===== config.mk =====
export PLATFORM = sky130hd
export DESIGN_NAME = bounce_top
export DESIGN_NICKNAME = d
export VERILOG_FILES = /design/src/logic/display_pkg.sv /design/src/logic/game_pkg.sv /design/src/logic/play_if.sv /design/src/logic/bounce_top.sv /design/src/logic/hex_panel.sv /design/src/logic/score_keeper.sv /design/src/logic/life_keeper.sv /design/src/logic/bee_swarm.sv /design/src/logic/player_mover.sv /design/src/logic/game_timer.sv
export SDC_FILE = /design/constraint.sdc
export NUM_CORES = 1
export LEC_CHECK = 0
export BUFFER_PORTS_ARGS = -buffer_cell sky130_fd_sc_hd__buf_4
export CAP_MARGIN = 20
export CELL_PAD_IN_SITES_DETAIL_PLACEMENT = 0
export CELL_PAD_IN_SITES_GLOBAL_PLACEMENT = 2
export CORE_ASPECT_RATIO = 1.25
export CORE_MARGIN = 4
export CORE_UTILIZATION = 43
export DETAILED_ROUTE_END_ITERATION = 16
export GPL_ROUTABILITY_DRIVEN = 1
export GPL_TIMING_DRIVEN = 0
export PLACE_DENSITY_LB_ADDON = 0.1
export SLEW_MARGIN = 40
export SYNTH_ARGS = -nofsm -noshare
export SYNTH_HDL_FRONTEND = slang
export SYNTH_SLANG_ARGS = --single-unit

===== constraint.sdc =====
create_clock -name CLOCK_50 -period 8.7 [get_ports CLOCK_50]
set_input_delay 0.435 -clock CLOCK_50 [delete_from_list [all_inputs] [get_ports CLOCK_50]]
set_output_delay 0.435 -clock CLOCK_50 [all_outputs]
set_load 0.03 [all_outputs]

===== src/logic/display_pkg.sv =====
// Seven-segment digit type, hex glyphs and game-over text used by the display logic
package display_pkg;

    // Active low, bit 6 is segment g and bit 0 is segment a
    typedef logic [6:0] seg_t;

    localparam seg_t SEG_BLANK = 7'h7F;

    localparam seg_t HEX_GLYPH [0:15] = '{
        7'h40, 7'h79, 7'h24, 7'h30,
        7'h19, 7'h12, 7'h02, 7'h78,
        7'h00, 7'h10, 7'h08, 7'h03,
        7'h46, 7'h21, 7'h06, 7'h0E
    };

    // Indexed by digit number, so the literal reads HEX7 first
    localparam seg_t OVER_TEXT [7:0] = '{
        7'b1000010, // G
        7'b0001000, // A
        7'b1101010, // M
        7'b0000110, // E
        7'b1000000, // O
        7'b1000001, // V
        7'b0000110, // E
        7'b0101111  // r
    };

endpackage


===== src/logic/game_pkg.sv =====
// Game geometry, coordinate, lives and score types and bee start table shared by the game modules
package game_pkg;

    typedef logic [7:0] coord_x_t;
    typedef logic [6:0] coord_y_t;
    typedef logic [1:0] lives_t;
    typedef logic [7:0] score_t;

    // Play field walls
    localparam coord_x_t X_MIN = 8'd4;
    localparam coord_x_t X_MAX = 8'd152;
    localparam coord_y_t Y_MIN = 7'd24;
    localparam coord_y_t Y_MAX = 7'd112;

    // Respawn point
    localparam coord_x_t HOME_X = 8'd80;
    localparam coord_y_t HOME_Y = 7'd60;

    // Touch distance per axis
    localparam logic [1:0] HIT_RADIUS = 2'd3;

    localparam lives_t LIVES_FULL = 2'd3;

    // Sign bits, set means the bee moves toward lower coordinates
    typedef struct packed {
        logic x_neg;
        logic y_neg;
    } bee_dir_t;

    typedef struct packed {
        coord_x_t x;
        coord_y_t y;
        bee_dir_t dir;
    } bee_start_t;

    localparam int MAX_BEES = 6;

    // Fields in order x, y, x_neg, y_neg
    localparam bee_start_t BEE_START [0:MAX_BEES-1] = '{
        {8'd50,  7'd30,  1'b0, 1'b0},
        {8'd34,  7'd74,  1'b1, 1'b0},
        {8'd103, 7'd89,  1'b0, 1'b1},
        {8'd67,  7'd100, 1'b0, 1'b0},
        {8'd108, 7'd56,  1'b0, 1'b0},
        {8'd67,  7'd29,  1'b1, 1'b0}
    };

endpackage

===== src/logic/play_if.sv =====
// Player position, hit and respawn signals shared by the mover, the swarm and the lives counter
interface play_if;

    game_pkg::coord_x_t player_x;
    game_pkg::coord_y_t player_y;
    logic               wall_hit;
    logic               bee_hit;
    logic               respawn;

    modport mover (output player_x, output player_y, output wall_hit, input respawn);

    modport swarm (input player_x, input player_y, output bee_hit);

    modport keeper (input wall_hit, input bee_hit, output respawn);

endinterface


===== src/logic/bounce_top.sv =====
// Top level of the bee-dodging game with board-style switches, keys, LEDs and digits
module bounce_top #(
    parameter int          NUM_BEES         = 6,
    parameter int unsigned MOVE_PERIOD_SLOW = 1000000,
    parameter int unsigned MOVE_PERIOD_MID  = 750000,
    parameter int unsigned MOVE_PERIOD_FAST = 500000,
    parameter int unsigned SCORE_PERIOD     = 100000000
) (
    input  logic        CLOCK_50,
    input  logic        rst_n,
    input  logic [3:0]  KEY,
    input  logic [17:0] SW,
    output logic [17:0] LEDR,
    output logic [6:0]  HEX0,
    output logic [6:0]  HEX1,
    output logic [6:0]  HEX2,
    output logic [6:0]  HEX3,
    output logic [6:0]  HEX4,
    output logic [6:0]  HEX5,
    output logic [6:0]  HEX6,
    output logic [6:0]  HEX7
);

    logic                  move_tick;
    logic                  score_tick;
    logic                  game_over;
    logic [NUM_BEES-1:0]   bee_enable;
    game_pkg::lives_t      lives;
    game_pkg::score_t      score;
    game_pkg::score_t      high_score;

    play_if play ();

    assign bee_enable = SW[NUM_BEES-1:0];
    // Only the restart hint LED is used
    assign LEDR = {2'b00, game_over, 15'd0};

    game_timer #(
        .MOVE_PERIOD_SLOW (MOVE_PERIOD_SLOW),
        .MOVE_PERIOD_MID  (MOVE_PERIOD_MID),
        .MOVE_PERIOD_FAST (MOVE_PERIOD_FAST),
        .SCORE_PERIOD     (SCORE_PERIOD)
    ) u_timer (
        .CLOCK_50   (CLOCK_50),
        .rst_n      (rst_n),
        .speed_sel  (SW[17:16]),
        .move_tick  (move_tick),
        .score_tick (score_tick)
    );

    player_mover u_player (
        .CLOCK_50  (CLOCK_50),
        .rst_n     (rst_n),
        .keys      (KEY),
        .move_tick (move_tick),
        .game_over (game_over),
        .play      (play)
    );

    bee_swarm #(.NUM_BEES(NUM_BEES)) u_bees (
        .CLOCK_50   (CLOCK_50),
        .rst_n      (rst_n),
        .move_tick  (move_tick),
        .bee_enable (bee_enable),
        .play       (play)
    );

    life_keeper u_lives (
        .CLOCK_50  (CLOCK_50),
        .rst_n     (rst_n),
        .move_tick (move_tick),
        .clear_sw  (SW[15]),
        .play      (play),
        .lives     (lives),
        .game_over (game_over)
    );

    score_keeper #(.NUM_BEES(NUM_BEES)) u_score (
        .CLOCK_50   (CLOCK_50),
        .rst_n      (rst_n),
        .score_tick (score_tick),
        .game_over  (game_over),
        .bee_enable (bee_enable),
        .score      (score),
        .high_score (high_score)
    );

    hex_panel u_hex (
        .lives      (lives),
        .score      (score),
        .high_score (high_score),
        .game_over  (game_over),
        .hex0       (HEX0),
        .hex1       (HEX1),
        .hex2       (HEX2),
        .hex3       (HEX3),
        .hex4       (HEX4),
        .hex5       (HEX5),
        .hex6       (HEX6),
        .hex7       (HEX7)
    );

endmodule


===== src/logic/hex_panel.sv =====
// Seven-segment decoding of lives and scores, replaced by fixed text during game over
module hex_panel (
    input  logic [1:0]        lives,
    input  logic [7:0]        score,
    input  logic [7:0]        high_score,
    input  logic              game_over,
    output display_pkg::seg_t hex0,
    output display_pkg::seg_t hex1,
    output display_pkg::seg_t hex2,
    output display_pkg::seg_t hex3,
    output display_pkg::seg_t hex4,
    output display_pkg::seg_t hex5,
    output display_pkg::seg_t hex6,
    output display_pkg::seg_t hex7
);

    assign hex0 = game_over ? display_pkg::OVER_TEXT[0] : display_pkg::HEX_GLYPH[{2'b00, lives}];
    // Middle digits only light up for the text
    assign hex1 = game_over ? display_pkg::OVER_TEXT[1] : display_pkg::SEG_BLANK;
    assign hex2 = game_over ? display_pkg::OVER_TEXT[2] : display_pkg::SEG_BLANK;
    assign hex3 = game_over ? display_pkg::OVER_TEXT[3] : display_pkg::SEG_BLANK;

    // Score on HEX5:HEX4, high score on HEX7:HEX6
    assign hex4 = game_over ? display_pkg::OVER_TEXT[4] : display_pkg::HEX_GLYPH[score[3:0]];
    assign hex5 = game_over ? display_pkg::OVER_TEXT[5] : display_pkg::HEX_GLYPH[score[7:4]];
    assign hex6 = game_over ? display_pkg::OVER_TEXT[6] : display_pkg::HEX_GLYPH[high_score[3:0]];
    assign hex7 = game_over ? display_pkg::OVER_TEXT[7] : display_pkg::HEX_GLYPH[high_score[7:4]];

endmodule


===== src/logic/score_keeper.sv =====
// Score counter that runs while bees are active, plus the high score
module score_keeper #(
    parameter int NUM_BEES = 6
) (
    input  logic                CLOCK_50,
    input  logic                rst_n,
    input  logic                score_tick,
    input  logic                game_over,
    input  logic [NUM_BEES-1:0] bee_enable,
    output game_pkg::score_t    score,
    output game_pkg::score_t    high_score
);

    game_pkg::score_t score_next;

    always_comb
    begin
        score_next = score;
        if (game_over)
            score_next = '0;
        else if (score_tick && (|bee_enable))
            score_next = score + 1'b1;
    end

    // High score updates together with score, so it never trails
    always_ff @(posedge CLOCK_50 or negedge rst_n)
    begin
        if (!rst_n)
        begin
            score      <= '0;
            high_score <= '0;
        end
        else
        begin
            score <= score_next;
            if (score_next > high_score)
                high_score <= score_next;
        end
    end

endmodule


===== src/logic/life_keeper.sv =====
// Lives counter with respawn strobe and game-over latch cleared by a switch pulse
module life_keeper (
    input  logic                 CLOCK_50,
    input  logic                 rst_n,
    input  logic                 move_tick,
    input  logic                 clear_sw,
    play_if.keeper               play,
    output game_pkg::lives_t     lives,
    output logic                 game_over
);

    logic clear_armed;
    logic hit;

    assign hit = play.wall_hit || play.bee_hit;

    always_ff @(posedge CLOCK_50 or negedge rst_n)
    begin
        if (!rst_n)
        begin
            lives        <= game_pkg::LIVES_FULL;
            game_over    <= 1'b0;
            play.respawn <= 1'b0;
            clear_armed  <= 1'b0;
        end
        else
        begin
            play.respawn <= 1'b0;
            // The respawn check keeps one contact from costing two lives
            if (move_tick && hit && !game_over && !play.respawn)
            begin
                play.respawn <= 1'b1;
                if (lives > 2'd1)
                    lives <= lives - 1'b1;
                else
                begin
                    game_over   <= 1'b1;
                    lives       <= game_pkg::LIVES_FULL;
                    clear_armed <= 1'b0;
                end
            end
            else if (game_over)
            begin
                // Switch must go high, then low, to restart
                if (clear_sw)
                    clear_armed <= 1'b1;
                else if (clear_armed)
                begin
                    game_over   <= 1'b0;
                    clear_armed <= 1'b0;
                end
            end
        end
    end

endmodule


===== src/logic/bee_swarm.sv =====
// Diagonally moving bees that bounce off the walls, with the proximity check against the player
module bee_swarm #(
    parameter int NUM_BEES = 6
) (
    input  logic                CLOCK_50,
    input  logic                rst_n,
    input  logic                move_tick,
    input  logic [NUM_BEES-1:0] bee_enable,
    play_if.swarm               play
);

    game_pkg::coord_x_t bee_x    [NUM_BEES];
    game_pkg::coord_y_t bee_y    [NUM_BEES];
    game_pkg::bee_dir_t bee_dir  [NUM_BEES];
    game_pkg::bee_dir_t dir_next [NUM_BEES];
    logic               hit_any;

    // A bee sitting on a wall turns around in the same step
    always_comb
    begin
        for (int i = 0; i < NUM_BEES; i++)
        begin
            dir_next[i] = bee_dir[i];
            if (bee_x[i] >= game_pkg::X_MAX)
                dir_next[i].x_neg = 1'b1;
            else if (bee_x[i] <= game_pkg::X_MIN)
                dir_next[i].x_neg = 1'b0;
            if (bee_y[i] >= game_pkg::Y_MAX)
                dir_next[i].y_neg = 1'b1;
            else if (bee_y[i] <= game_pkg::Y_MIN)
                dir_next[i].y_neg = 1'b0;
        end
    end

    always_ff @(posedge CLOCK_50 or negedge rst_n)
    begin
        if (!rst_n)
        begin
            for (int i = 0; i < NUM_BEES; i++)
            begin
                bee_x[i]   <= game_pkg::BEE_START[i].x;
                bee_y[i]   <= game_pkg::BEE_START[i].y;
                bee_dir[i] <= game_pkg::BEE_START[i].dir;
            end
        end
        else if (move_tick)
        begin
            for (int i = 0; i < NUM_BEES; i++)
            begin
                bee_dir[i] <= dir_next[i];
                bee_x[i]   <= dir_next[i].x_neg ? bee_x[i] - 1'b1 : bee_x[i] + 1'b1;
                bee_y[i]   <= dir_next[i].y_neg ? bee_y[i] - 1'b1 : bee_y[i] + 1'b1;
            end
        end
    end

    // Extended by one bit so the radius never wraps at the field edges
    always_comb
    begin
        logic near_x;
        logic near_y;
        hit_any = 1'b0;
        for (int i = 0; i < NUM_BEES; i++)
        begin
            near_x = ({1'b0, play.player_x} + 9'(game_pkg::HIT_RADIUS) >= {1'b0, bee_x[i]}) &&
                     ({1'b0, bee_x[i]} + 9'(game_pkg::HIT_RADIUS) >= {1'b0, play.player_x});
            near_y = ({1'b0, play.player_y} + 8'(game_pkg::HIT_RADIUS) >= {1'b0, bee_y[i]}) &&
                     ({1'b0, bee_y[i]} + 8'(game_pkg::HIT_RADIUS) >= {1'b0, play.player_y});
            if (bee_enable[i] && near_x && near_y)
                hit_any = 1'b1;
        end
    end

    assign play.bee_hit = hit_any;

endmodule


===== src/logic/player_mover.sv =====
// Player position register steered by the keys, with wall detection and return to home
module player_mover (
    input  logic       CLOCK_50,
    input  logic       rst_n,
    input  logic [3:0] keys,
    input  logic       move_tick,
    input  logic       game_over,
    play_if.mover      play
);

    logic [3:0] pressed;

    // Keys are active low
    assign pressed = ~keys;

    always_ff @(posedge CLOCK_50 or negedge rst_n)
    begin
        if (!rst_n)
        begin
            play.player_x <= game_pkg::HOME_X;
            play.player_y <= game_pkg::HOME_Y;
        end
        else if (play.respawn)
        begin
            play.player_x <= game_pkg::HOME_X;
            play.player_y <= game_pkg::HOME_Y;
        end
        else if (move_tick && !game_over)
        begin
            // Opposite keys held together cancel out
            if (pressed[0] && !pressed[3])
                play.player_x <= play.player_x + 1'b1;
            else if (pressed[3] && !pressed[0])
                play.player_x <= play.player_x - 1'b1;
            // y grows downward
            if (pressed[1] && !pressed[2])
                play.player_y <= play.player_y + 1'b1;
            else if (pressed[2] && !pressed[1])
                play.player_y <= play.player_y - 1'b1;
        end
    end

    assign play.wall_hit = (play.player_x <= game_pkg::X_MIN) ||
                           (play.player_x >= game_pkg::X_MAX) ||
                           (play.player_y <= game_pkg::Y_MIN) ||
                           (play.player_y >= game_pkg::Y_MAX);

endmodule


===== src/logic/game_timer.sv =====
// Move tick with selectable speed and fixed score tick, both single-cycle strobes
module game_timer #(
    parameter int unsigned MOVE_PERIOD_SLOW = 1000000,
    parameter int unsigned MOVE_PERIOD_MID  = 750000,
    parameter int unsigned MOVE_PERIOD_FAST = 500000,
    parameter int unsigned SCORE_PERIOD     = 100000000
) (
    input  logic       CLOCK_50,
    input  logic       rst_n,
    input  logic [1:0] speed_sel,
    output logic       move_tick,
    output logic       score_tick
);

    localparam int unsigned MOVE_AB  = (MOVE_PERIOD_SLOW > MOVE_PERIOD_MID) ?
                                       MOVE_PERIOD_SLOW : MOVE_PERIOD_MID;
    localparam int unsigned MOVE_MAX = (MOVE_AB > MOVE_PERIOD_FAST) ? MOVE_AB : MOVE_PERIOD_FAST;
    localparam int unsigned MOVE_W   = $clog2(MOVE_MAX + 1);
    localparam int unsigned SCORE_W  = $clog2(SCORE_PERIOD + 1);

    logic [MOVE_W-1:0]  move_cnt;
    logic [MOVE_W-1:0]  move_reload;
    logic [SCORE_W-1:0] score_cnt;

    // Either switch alone gives the middle speed
    always_comb
    begin
        case (speed_sel)
            2'b00:   move_reload = MOVE_W'(MOVE_PERIOD_SLOW - 1);
            2'b11:   move_reload = MOVE_W'(MOVE_PERIOD_FAST - 1);
            default: move_reload = MOVE_W'(MOVE_PERIOD_MID - 1);
        endcase
    end

    always_ff @(posedge CLOCK_50 or negedge rst_n)
    begin
        if (!rst_n)
        begin
            move_cnt   <= MOVE_W'(MOVE_PERIOD_SLOW - 1);
            score_cnt  <= SCORE_W'(SCORE_PERIOD - 1);
            move_tick  <= 1'b0;
            score_tick <= 1'b0;
        end
        else
        begin
            move_tick  <= (move_cnt == '0);
            score_tick <= (score_cnt == '0);
            // Speed is sampled only at the wrap
            if (move_cnt == '0)
                move_cnt <= move_reload;
            else
                move_cnt <= move_cnt - 1'b1;
            if (score_cnt == '0)
                score_cnt <= SCORE_W'(SCORE_PERIOD - 1);
            else
                score_cnt <= score_cnt - 1'b1;
        end
    end

endmodule


==> results of run 1 <==
power groups by stage:
stage,clock network [mW],registers [mW],logic [mW]
after floorplan,0,0.901,0.193
after global placement,0,0.906,0.277
after detailed placement,0,0.907,0.294
after CTS,0.874,0.892,0.295
after global routing,0.905,0.893,0.338
final,0.847,0.891,0.294
cells in the mapped netlist (all sizes together) (28+ instances only):
master / instances
inv: 156
ha: 308
clkbuf: 39
a21oi: 138
o21ai: 140
nor2: 135
nor3: 39
a21o: 83
buf: 47
dfstp: 83
a211oi: 29
dfrtp: 104
nor2b: 28
nand3: 36
nand2: 165
xnor2: 148
xor2: 60
flip-flops by register name (all words and copies together), names as in the netlist:
name / count
u_bees.bee_x: 48
u_lives.play.respawn: 1
u_score.score: 8
u_bees.bee_y: 42
u_bees.bee_dir: 12
u_timer.move_tick: 1
u_score.high_score: 8
u_lives.game_over: 1
u_timer.move_cnt: 20
u_lives.lives: 2
u_player.play.player_y: 7
u_lives.clear_armed: 1
u_player.play.player_x: 8
u_timer.score_tick: 1
u_timer.score_cnt: 27
metal layers:
layer  up-vias  part of all wire
met5         -           0.00028
met1      6857              0.46
met2       211              0.48
li1       7156                 -
met3        62             0.030
met4         2             0.026
worst max-delay path by stage:
| stage | slack (ps) | startpoint | endpoint | cells after the start |
|---|---|---|---|---|
| floorplan | 5060 | u_player.play.player_x[4]$_DFFE_PN1P_ | u_lives.lives[0]$_DFFE_PN1P_ | 12 |
| global placement | 3350 | u_player.play.player_x[0]$_DFFE_PN0P_ | u_lives.lives[0]$_DFFE_PN1P_ | 13 |
| detailed placement | 3660 | u_player.play.player_x[0]$_DFFE_PN0P_ | u_lives.lives[0]$_DFFE_PN1P_ | 14 |
| CTS | 3600 | u_player.play.player_x[0]$_DFFE_PN0P_ | u_lives.lives[0]$_DFFE_PN1P_ | 14 |
| global route | 3590 | u_player.play.player_x[0]$_DFFE_PN0P_ | u_lives.lives[0]$_DFFE_PN1P_ | 14 |
| finish | 3850 | u_player.play.player_x[0]$_DFFE_PN0P_ | u_lives.lives[0]$_DFFE_PN1P_ | 13 |
layout make-up:
cell class,instances,share of cell area
plain buffers,86,0.0252
flip-flops and latches,187,0.243
clock buffers,17,0.0216
multi-input cells,1580,0.604
repair buffers,71,0.0305
inverters,156,0.0297
well taps,546,0.0347
clock inverters,15,0.0110
worst reg2reg max path, cell delays in order, from the launching register on:
cell and delay (ps):
dfrtp_1 760, inv_1 260, ha_1 350, nor2_1 160
nand2_1 110, xnor2_2 520, ha_1 350, and4_1 210
a2111oi_0 480, a21oi_1 160, a31oi_1 170, o311ai_0 170
o31ai_2 670, mux2_2 410
cell families (layout without fill, tap and decap cells):
| group | count (synthesis) | count (layout) | synth area share |
|---|---|---|---|
| fa+ha+maj | 322 | 322 | 0.235 |
| compound gates | 503 | 503 | 0.178 |
| buf+inv | 242 | 345 | 0.0611 |
| flops | 187 | 187 | 0.272 |
| xor+xnor | 208 | 208 | 0.104 |
| simple gates | 499 | 499 | 0.133 |
| mux | 26 | 26 | 0.0161 |
| other cells | 2 | 22 | 0.000427 |
metrics by stage:
stage	utilization	cells	hold WS [ps]	total power [mW]
6_report	0.490	2658	220	2.03
5_1_grt	0.490	2658	269	2.14
4_1_cts	0.488	2658	187	2.06
3_5_place_dp	0.472	2625	378	1.20
3_3_place_gp	0.468	2621	436	1.18
2_1_floorplan	-	2009	139	1.09
==> reports/results.ini, run 1 <==
[floorplanning]
io_pins = 98
start_util = 0.437
die_width_um = 189
core-area_mm2 = 0.0402
die_h_um = 234
dieArea_mm2 = 0.0442
rows = 82

[power_and_ir_drop]
irDropWorstVdd_mv = 0.137
p_comb_frac = 0.144
p_sw_frac = 0.314
seq_power_share = 0.439
power.net_switching_uw = 639
cellLeakagePower_nw = 9.45
power.internal_mw = 1.39
power.density_mw_per_mm2 = 103
clkPwrFrac = 0.417

[yosys]
synth-seq-cells = 187
syn_area_mm2 = 0.0176
yosys_most_used_dff = dfrtp_1
synth.area.top_cells = ha_1 22%, dfrtp_1 15%, dfstp_2 12%
yosysWarnings = 0
netlist.area_leader.share = 0.219
yosysSeqAreaShare = 0.272
synthCells = 1989
synthDistinctLibCells = 63
synthArstFlopShare = 1.00
synth_top_area_cell = ha_1
syn_area_per_cell_um2 = 8.83
synth_edf_count = 0

[global_routing]
grt_max_degree = 67
grtUsageTotal = 0.213
grt_pass1_vias = 14100
grtUsageMet3 = 0.0255
grt.busiest_layer = met2
antenna_found_initial = 1
use_met2 = 0.374
grt_overflow_total = 0
grtUsageMet1 = 0.273
grt_pass1_wl_um = 75200

[setup_path]
critPathArrivalTime_ps = 5250
critPathBufInv = 1
slowest_stage = dfrtp_1
path_cells = inv_1 > ha_1 > nor2_1 > nand2_1 > xnor2_2 > ha_1 > and4_1 > a2111oi_0 > a21oi_1 > a31oi_1 > o311ai_0 > o31ai_2 > mux2_2
cp-start-kind = flop
ff2ff_path_depth = 13
slowest_delay_ps = 760
cp_data_required_time_ps = 9110
r2r_start = u_player.play.player_x[0]$_DFFE_PN0P_
crit_top_cell = ha_1
worstPathMaxFanout = 9
reg2reg_to = u_lives.lives[0]$_DFFE_PN1P_
crit_type = reg2reg
crit_family = compound AO/OA/AOI/OAI gates
end_kind = flop
r2r_setup_slack_ps = 3850

[drt]
postRouteWirelength_um = 46700
vias_per_cell = 5.38
dr.first_iter.drc_count = 552
vias = 14300
drt_first_pass_iters = 5
detail_route.wl_per_cell_um = 17.6
drc = 0
postRouteAntennaNets = 0

[finish]
n_antenna_cell = 0
final_cell_mix = 308 x ha_1, 164 x nand2_1, 156 x inv_1
fin_area_mm2 = 0.0197
nets = 2445
final_common_cell = ha_1
layout-drive-gt1-share = 0.133
multi_input_area_mm2 = 0.0119
regArea_mm2 = 0.00478
area_delta_synth_final_pct = 12.1
n_fill_cell = 3995

[timing]
fmaxAchievable_mhz = 206
setup_violations = 0
rsz0062_at_grt = no
final_max_slew_viol_count = 0
fin_crit_sh = 0.557
worst_slew_pin_slew_ps = 833
maxSlewHeadroom = 0.444
fin_tns_setup_ps = 0
finalHoldViolCount = 0
fin_skew_ps = 12.0
setup_ws_ps = 3850
period_needed_ps = 4850

[placed_design]
gp_congestion = 0.831
dp_hpwl_um = 35200
dpl-instance-area_mm2 = 0.0190
portBuffers = 66
dp_slack_ps = 3660

[min_path]
min_from = SW[15]
hold_end = u_lives.game_over$_DFFE_PN0P_
hp-class = in2reg
worstHoldPathCells = 3

[clock_tree]
clock_sinks = 187
cts_tree = built
cts-resized-gates = 0
cts_hold_buf = 1
numCtsBuffers = 17
clk_latency_ps = 480
htree_num_levels = 4
cts_setup_buffers = 0
clk_path_buf_depth = 2
clkTransAtPathRegs_ps = 90
cts_root_buffer = clkbuf_16

[status]
status = finished clean

[job]
drv_cap = 0

(Power assumes the default switching activity.)
==> inputs of run 2 (changes only) <==
- CORE_UTILIZATION: 43 -> 40
- clock period: 8.7 -> 4.5 ns (I/O delays scaled with it)
==> reports/results.ini, run 2 (synthesis results as in run 1) <==
[placed_design]
portBuffers = 66  ; unchanged
dp_hpwl_um = 35700  ; +1.3%
gp_congestion = 0.803  ; -3.4%
dp_slack_ps = -602  ; -4260 ps

[timing]
rsz0062_at_grt = no
final_max_slew_viol_count = 0  ; unchanged
setup_violations = 0  ; unchanged
finalHoldViolCount = 0  ; unchanged
setup_ws_ps = 209  ; -3650 ps
fmaxAchievable_mhz = 233  ; +13%
period_needed_ps = 4290  ; -555 ps
fin_skew_ps = 9.64  ; -2.34 ps
maxSlewHeadroom = 0.355  ; -0.0894
worst_slew_pin_slew_ps = 965  ; +133 ps
fin_crit_sh = 0.953  ; +0.397

[clock_tree]
clk_path_buf_depth = 2  ; unchanged
numCtsBuffers = 17  ; unchanged
cts_root_buffer = clkbuf_16
cts_tree = built
clk_latency_ps = 470  ; about the same
clkTransAtPathRegs_ps = 80  ; about the same
htree_num_levels = 4  ; unchanged
clock_sinks = 187  ; unchanged

[finish]
area_delta_synth_final_pct = 12.5
layout-drive-gt1-share = 0.140  ; +0.00664
final_common_cell = ha_1
largest-register = u_bees.bee_x
reg_top3 = u_bees.bee_x x48, u_bees.bee_y x42, u_timer.score_cnt x27
n_antenna_cell = 0  ; unchanged
largest_register_ffs = 48  ; unchanged
nets = 2452  ; +0.29%
final_cell_mix = 308 x ha_1, 164 x nand2_1, 152 x inv_1

[floorplanning]
rows = 85  ; +3.7%
io_pins = 98  ; unchanged
die_width_um = 195  ; +3.5%
die_h_um = 242  ; +3.6%
core-area_mm2 = 0.0433  ; +7.6%
dieArea_mm2 = 0.0474  ; +7.2%
start_util = 0.406  ; -0.0309

[drt]
dr.first_iter.drc_count = 537  ; -2.7%
vias_per_cell = 5.27  ; -2.0%
vias = 14100  ; -0.99%
postRouteWirelength_um = 47400  ; +1.5%
drt_first_pass_iters = 5  ; unchanged
postRouteAntennaNets = 0  ; unchanged
detail_route.wl_per_cell_um = 17.6  ; +0.47%
drc = 0  ; unchanged

[setup_path]
critPathArrivalTime_ps = 4680  ; -570 ps
end_kind = flop
reg2reg_to = u_lives.lives[0]$_DFFE_PN1P_
cp_data_required_time_ps = 4890  ; -4220 ps
cp-start-kind = flop
path_cells = inv_1 > ha_1 > nor2_1 > nand4_1 > xnor2_4 > ha_1 > o21ai_0 > nor2_1 > a2111oi_1 > a21oi_1 > a31oi_1 > o311ai_0 > o31ai_2 > buf_4 > mux2_2
startpoint = u_player.play.player_x[0]$_DFFE_PN0P_
slowest_stage = dfrtp_4
worstPathMaxFanout = 9  ; unchanged
slowest_delay_ps = 560  ; -200 ps
ff2ff_path_depth = 15  ; +2
crit_type = reg2reg
r2r_setup_slack_ps = 210  ; -3650 ps
r2r_start = u_player.play.player_x[0]$_DFFE_PN0P_

[global_routing]
grt_pass1_wl_um = 76600  ; +1.8%
grt_max_degree = 74  ; +10%
grt_overflow_total = 0  ; unchanged
antenna_found_initial = 1  ; unchanged
grt_pass1_vias = 14200  ; +0.36%
grtUsageTotal = 0.201  ; -0.0127

[status]
status = finished clean

[power_and_ir_drop]
total_power_mw = 3.86  ; +90%
power.density_mw_per_mm2 = 195  ; +89%
irDropWorstVdd_mv = 0.275  ; +100%
cellLeakagePower_nw = 9.47  ; +0.20%

[min_path]
hold_end = u_timer.move_cnt[5]$_DFF_PN1_
worstHoldPathCells = 3  ; unchanged
hp-class = in2reg
min_from = SW[17]

[job]
drv_cap = 0  ; unchanged

-- run 2: per-layer routing --
| metal | vias to the layer above | GRT usage | share of wire |
|---|---|---|---|
| met5 | - | 0 | 0 |
| met4 | 0 | 0.0512 | 0.015 |
| met3 | 36 | 0.0248 | 0.033 |
| met2 | 192 | 0.357 | 0.50 |
| met1 | 6729 | 0.257 | 0.45 |
| li1 | 7189 | - | - |
-- run 2: cell type report --
cell class / count / area, µm²
Timing Repair Buffer: 78 / 638
Clock inverter: 13 / 136
Tap cell: 565 / 707
Fill cell: 4226 / 23500
Inverter: 156 / 597
Multi-Input combinational cell: 1580 / 12000
Clock buffer: 19 / 443
Buffer: 86 / 498
Sequential cell: 187 / 4790
-- run 2: stage by stage --
stage           util  std cells  hold WS (ps)  TNS (ps)  area, µm²
5_1_grt        0.457       2684           125         0      19800
4_1_cts        0.454       2677          94.7         0      19600
3_5_place_dp   0.439       2642           185     -2180      19000
6_report       0.457       2684           116         0      19800
2_1_floorplan      -       2009         -70.6         0      17600
3_3_place_gp   0.435       2640           433     -3380      18800
-- run 2: critical path: cells and delay by family, from the launching register on --
kind,cells,cell delay [ps]
simple gates,3,450
xor+xnor,1,370
flops,1,560
mux,1,340
buf+inv,2,360
compound gates,6,1520
fa+ha+maj,2,620
-- run 2: worst max-delay path by stage --
stage | slack, ps | depth (start not counted) | end
2_1_floorplan | 860 | 12 | u_lives.lives[0]$_DFFE_PN1P_
3_3_place_gp | -840 | 12 | u_lives.lives[0]$_DFFE_PN1P_
3_5_place_dp | -600 | 13 | u_lives.lives[0]$_DFFE_PN1P_
4_1_cts | 90 | 13 | u_lives.lives[0]$_DFFE_PN1P_
5_1_grt | 10 | 15 | u_lives.lives[0]$_DFFE_PN1P_
6_report | 210 | 15 | u_lives.lives[0]$_DFFE_PN1P_
-- run 2: power breakdown --
part / switching, mW / internal (mW) / leakage, nW
registers: 0.0274 / 1.70 / 2.25
clock network: 0.792 / 0.762 / 0.290
logic: 0.354 / 0.228 / 6.94
-- run 2: what timing repair did --
action                                  in CTS  in global routing
endpoints found under the setup margin       5                  5
endpoints found under the hold margin       36                  0
buffers inserted                             1                  7
pin swaps                                    1                  0
gates resized for setup                      4                 10
hold buffers                                 2                  0
==> inputs of run 3 (changes only) <==
- CORE_UTILIZATION: 40 -> 30
==> reports/results.ini, run 3 (synthesis results as in run 1) <==
[drt]
postRouteAntennaNets = 0  ; unchanged
vias = 14200  ; +0.18%
dr.first_iter.drc_count = 621  ; +16%
vias_per_cell = 4.92  ; -6.6%
drt_first_pass_iters = 4  ; -1
detail_route.wl_per_cell_um = 18.1  ; +2.8%
drc = 0  ; unchanged
postRouteWirelength_um = 52200  ; +10%

[timing]
finalHoldViolCount = 0  ; unchanged
fmaxAchievable_mhz = 240  ; +2.8%
period_needed_ps = 4180  ; -115 ps
fin_crit_sh = 0.928  ; -0.0256
fin_skew_ps = 10.4  ; +0.753 ps
maxSlewHeadroom = 0.482  ; +0.128
setup_violations = 0  ; unchanged
whs_ps = 108  ; -7.85 ps
setup_ws_ps = 325  ; +115 ps
fin_tns_setup_ps = 0  ; unchanged
rsz0062_at_grt = no
worst_slew_pin_slew_ps = 776  ; -189 ps
final_max_slew_viol_count = 0  ; unchanged

[setup_path]
r2r_setup_slack_ps = 320  ; +120 ps
end_kind = flop
cp_data_required_time_ps = 4930  ; +40 ps
crit_type = reg2reg
path_cells = clkinvlp_4 > or3_1 > xnor2_4 > ha_1 > a211oi_1 > nor2_1 > a2111oi_0 > a21oi_1 > a31oi_1 > o311ai_0 > o31ai_2 > buf_4 > mux2_2
slowest_delay_ps = 680  ; +120 ps
startpoint = u_player.play.player_x[4]$_DFFE_PN1P_
ff2ff_path_depth = 13  ; -2
cp-start-kind = flop
crit_family = compound AO/OA/AOI/OAI gates
worstPathMaxFanout = 7  ; -2
critPathArrivalTime_ps = 4600  ; -80 ps
slowest_stage = dfstp_2
r2r_start = u_player.play.player_x[4]$_DFFE_PN1P_
reg2reg_to = u_lives.lives[0]$_DFFE_PN1P_
endpoint = u_lives.lives[0]$_DFFE_PN1P_
critPathBufInv = 2  ; unchanged
cp.depth = 13  ; -2

[power_and_ir_drop]
total_power_mw = 3.91  ; +1.2%
power.density_mw_per_mm2 = 194  ; -0.50%
irDropWorstVdd_mv = 0.158  ; -43%
cellLeakagePower_nw = 9.53  ; +0.54%

[finish]
layout-drive-gt1-share = 0.144  ; +0.00418
reg_top3 = u_bees.bee_x x48, u_bees.bee_y x42, u_timer.score_cnt x27
final_util = 0.349  ; -0.108
instances_no_fill = 2878  ; +7.2%
final_cell_mix = 308 x ha_1, 164 x nand2_1, 152 x inv_1
final_common_cell = ha_1
largest_register_ffs = 48  ; unchanged
nets = 2460  ; +0.33%
largest-register = u_bees.bee_x
fin_area_mm2 = 0.0201  ; +1.7%
area_delta_synth_final_pct = 14.5

[placed_design]
gp_congestion = 0.788  ; -1.8%
portBuffers = 66  ; unchanged
place_inst = 2831  ; +7.2%
dpl-instance-area_mm2 = 0.0193  ; +1.8%
dp_hpwl_um = 39800  ; +12%
dp_slack_ps = -345  ; +257 ps

[status]
status = finished clean

[floorplanning]
die_h_um = 279  ; +15%
rows = 98  ; +15%
core-area_mm2 = 0.0576  ; +33%
die_width_um = 224  ; +15%
dieArea_mm2 = 0.0625  ; +32%
io_pins = 98  ; unchanged
start_util = 0.305  ; -0.101

[clock_tree]
cts_tree = built
cts_root_buffer = clkbuf_16
clk_path_buf_depth = 2  ; unchanged
htree_num_levels = 4  ; unchanged
clk_latency_ps = 500  ; +30 ps
clock_sinks = 187  ; unchanged
clkTransAtPathRegs_ps = 80  ; about the same
numCtsBuffers = 17  ; unchanged

[min_path]
hp-class = in2async

[global_routing]
grtUsageTotal = 0.169  ; -0.0319
grt_overflow_total = 0  ; unchanged
grt_pass1_vias = 14200  ; +0.61%
grt_pass1_wl_um = 82100  ; +7.2%
antenna_found_initial = 0  ; -1
grt_max_degree = 64  ; -14%

[job]
drv_cap = 0  ; unchanged

-- run 3: report_power, final --
group | internal [mW] | switching, mW
registers | 1.70 | 0.0232
logic | 0.237 | 0.362
clock network | 0.771 | 0.819
total | 2.71 | 1.20
-- run 3: worst min-delay path by stage --
stage                                         startpoint                             end  cells after the start
after floorplan                                    rst_n   u_bees.bee_dir[0]$_DFFE_PN0P_                      0
after global placement    u_timer.score_cnt[0]$_DFF_PN1_  u_timer.score_cnt[0]$_DFF_PN1_                      1
after detailed placement                           rst_n    u_bees.bee_y[30]$_DFFE_PN0P_                      1
after CTS                                          rst_n    u_bees.bee_y[30]$_DFFE_PN0P_                      2
after global routing                               rst_n    u_bees.bee_y[30]$_DFFE_PN0P_                      2
final                                              rst_n    u_bees.bee_y[30]$_DFFE_PN0P_                      2
-- run 3: routing by layer --
metal | global-route usage | routed length (µm) | up-vias
met5 | 0 | 0 | -
met4 | 0.0394 | 833 | 0
met3 | 0.0257 | 999 | 36
met2 | 0.299 | 26100 | 127
met1 | 0.216 | 24200 | 6800
li1 | - | - | 7208
-- run 3: timing repair --
action | in CTS | in global routing
gates resized for setup | 1 | 8
buffers inserted | 2 | 10
setup endpoints to repair | 5 | 4
endpoints found under the hold margin | 85 | 0
hold buffers | 2 | 0
pin swaps | 1 | 1
-- run 3: final cells by class --
class | count | area [µm²]
fillers | 6066 | 37500
multi-input cells | 1580 | 12000
flip-flops and latches | 187 | 4790
well taps | 750 | 938
repair buffers | 86 | 731
inverters | 156 | 597
plain buffers | 86 | 498
clock buffers | 18 | 450
clock inverters | 14 | 141
diodes | 1 | 2.50
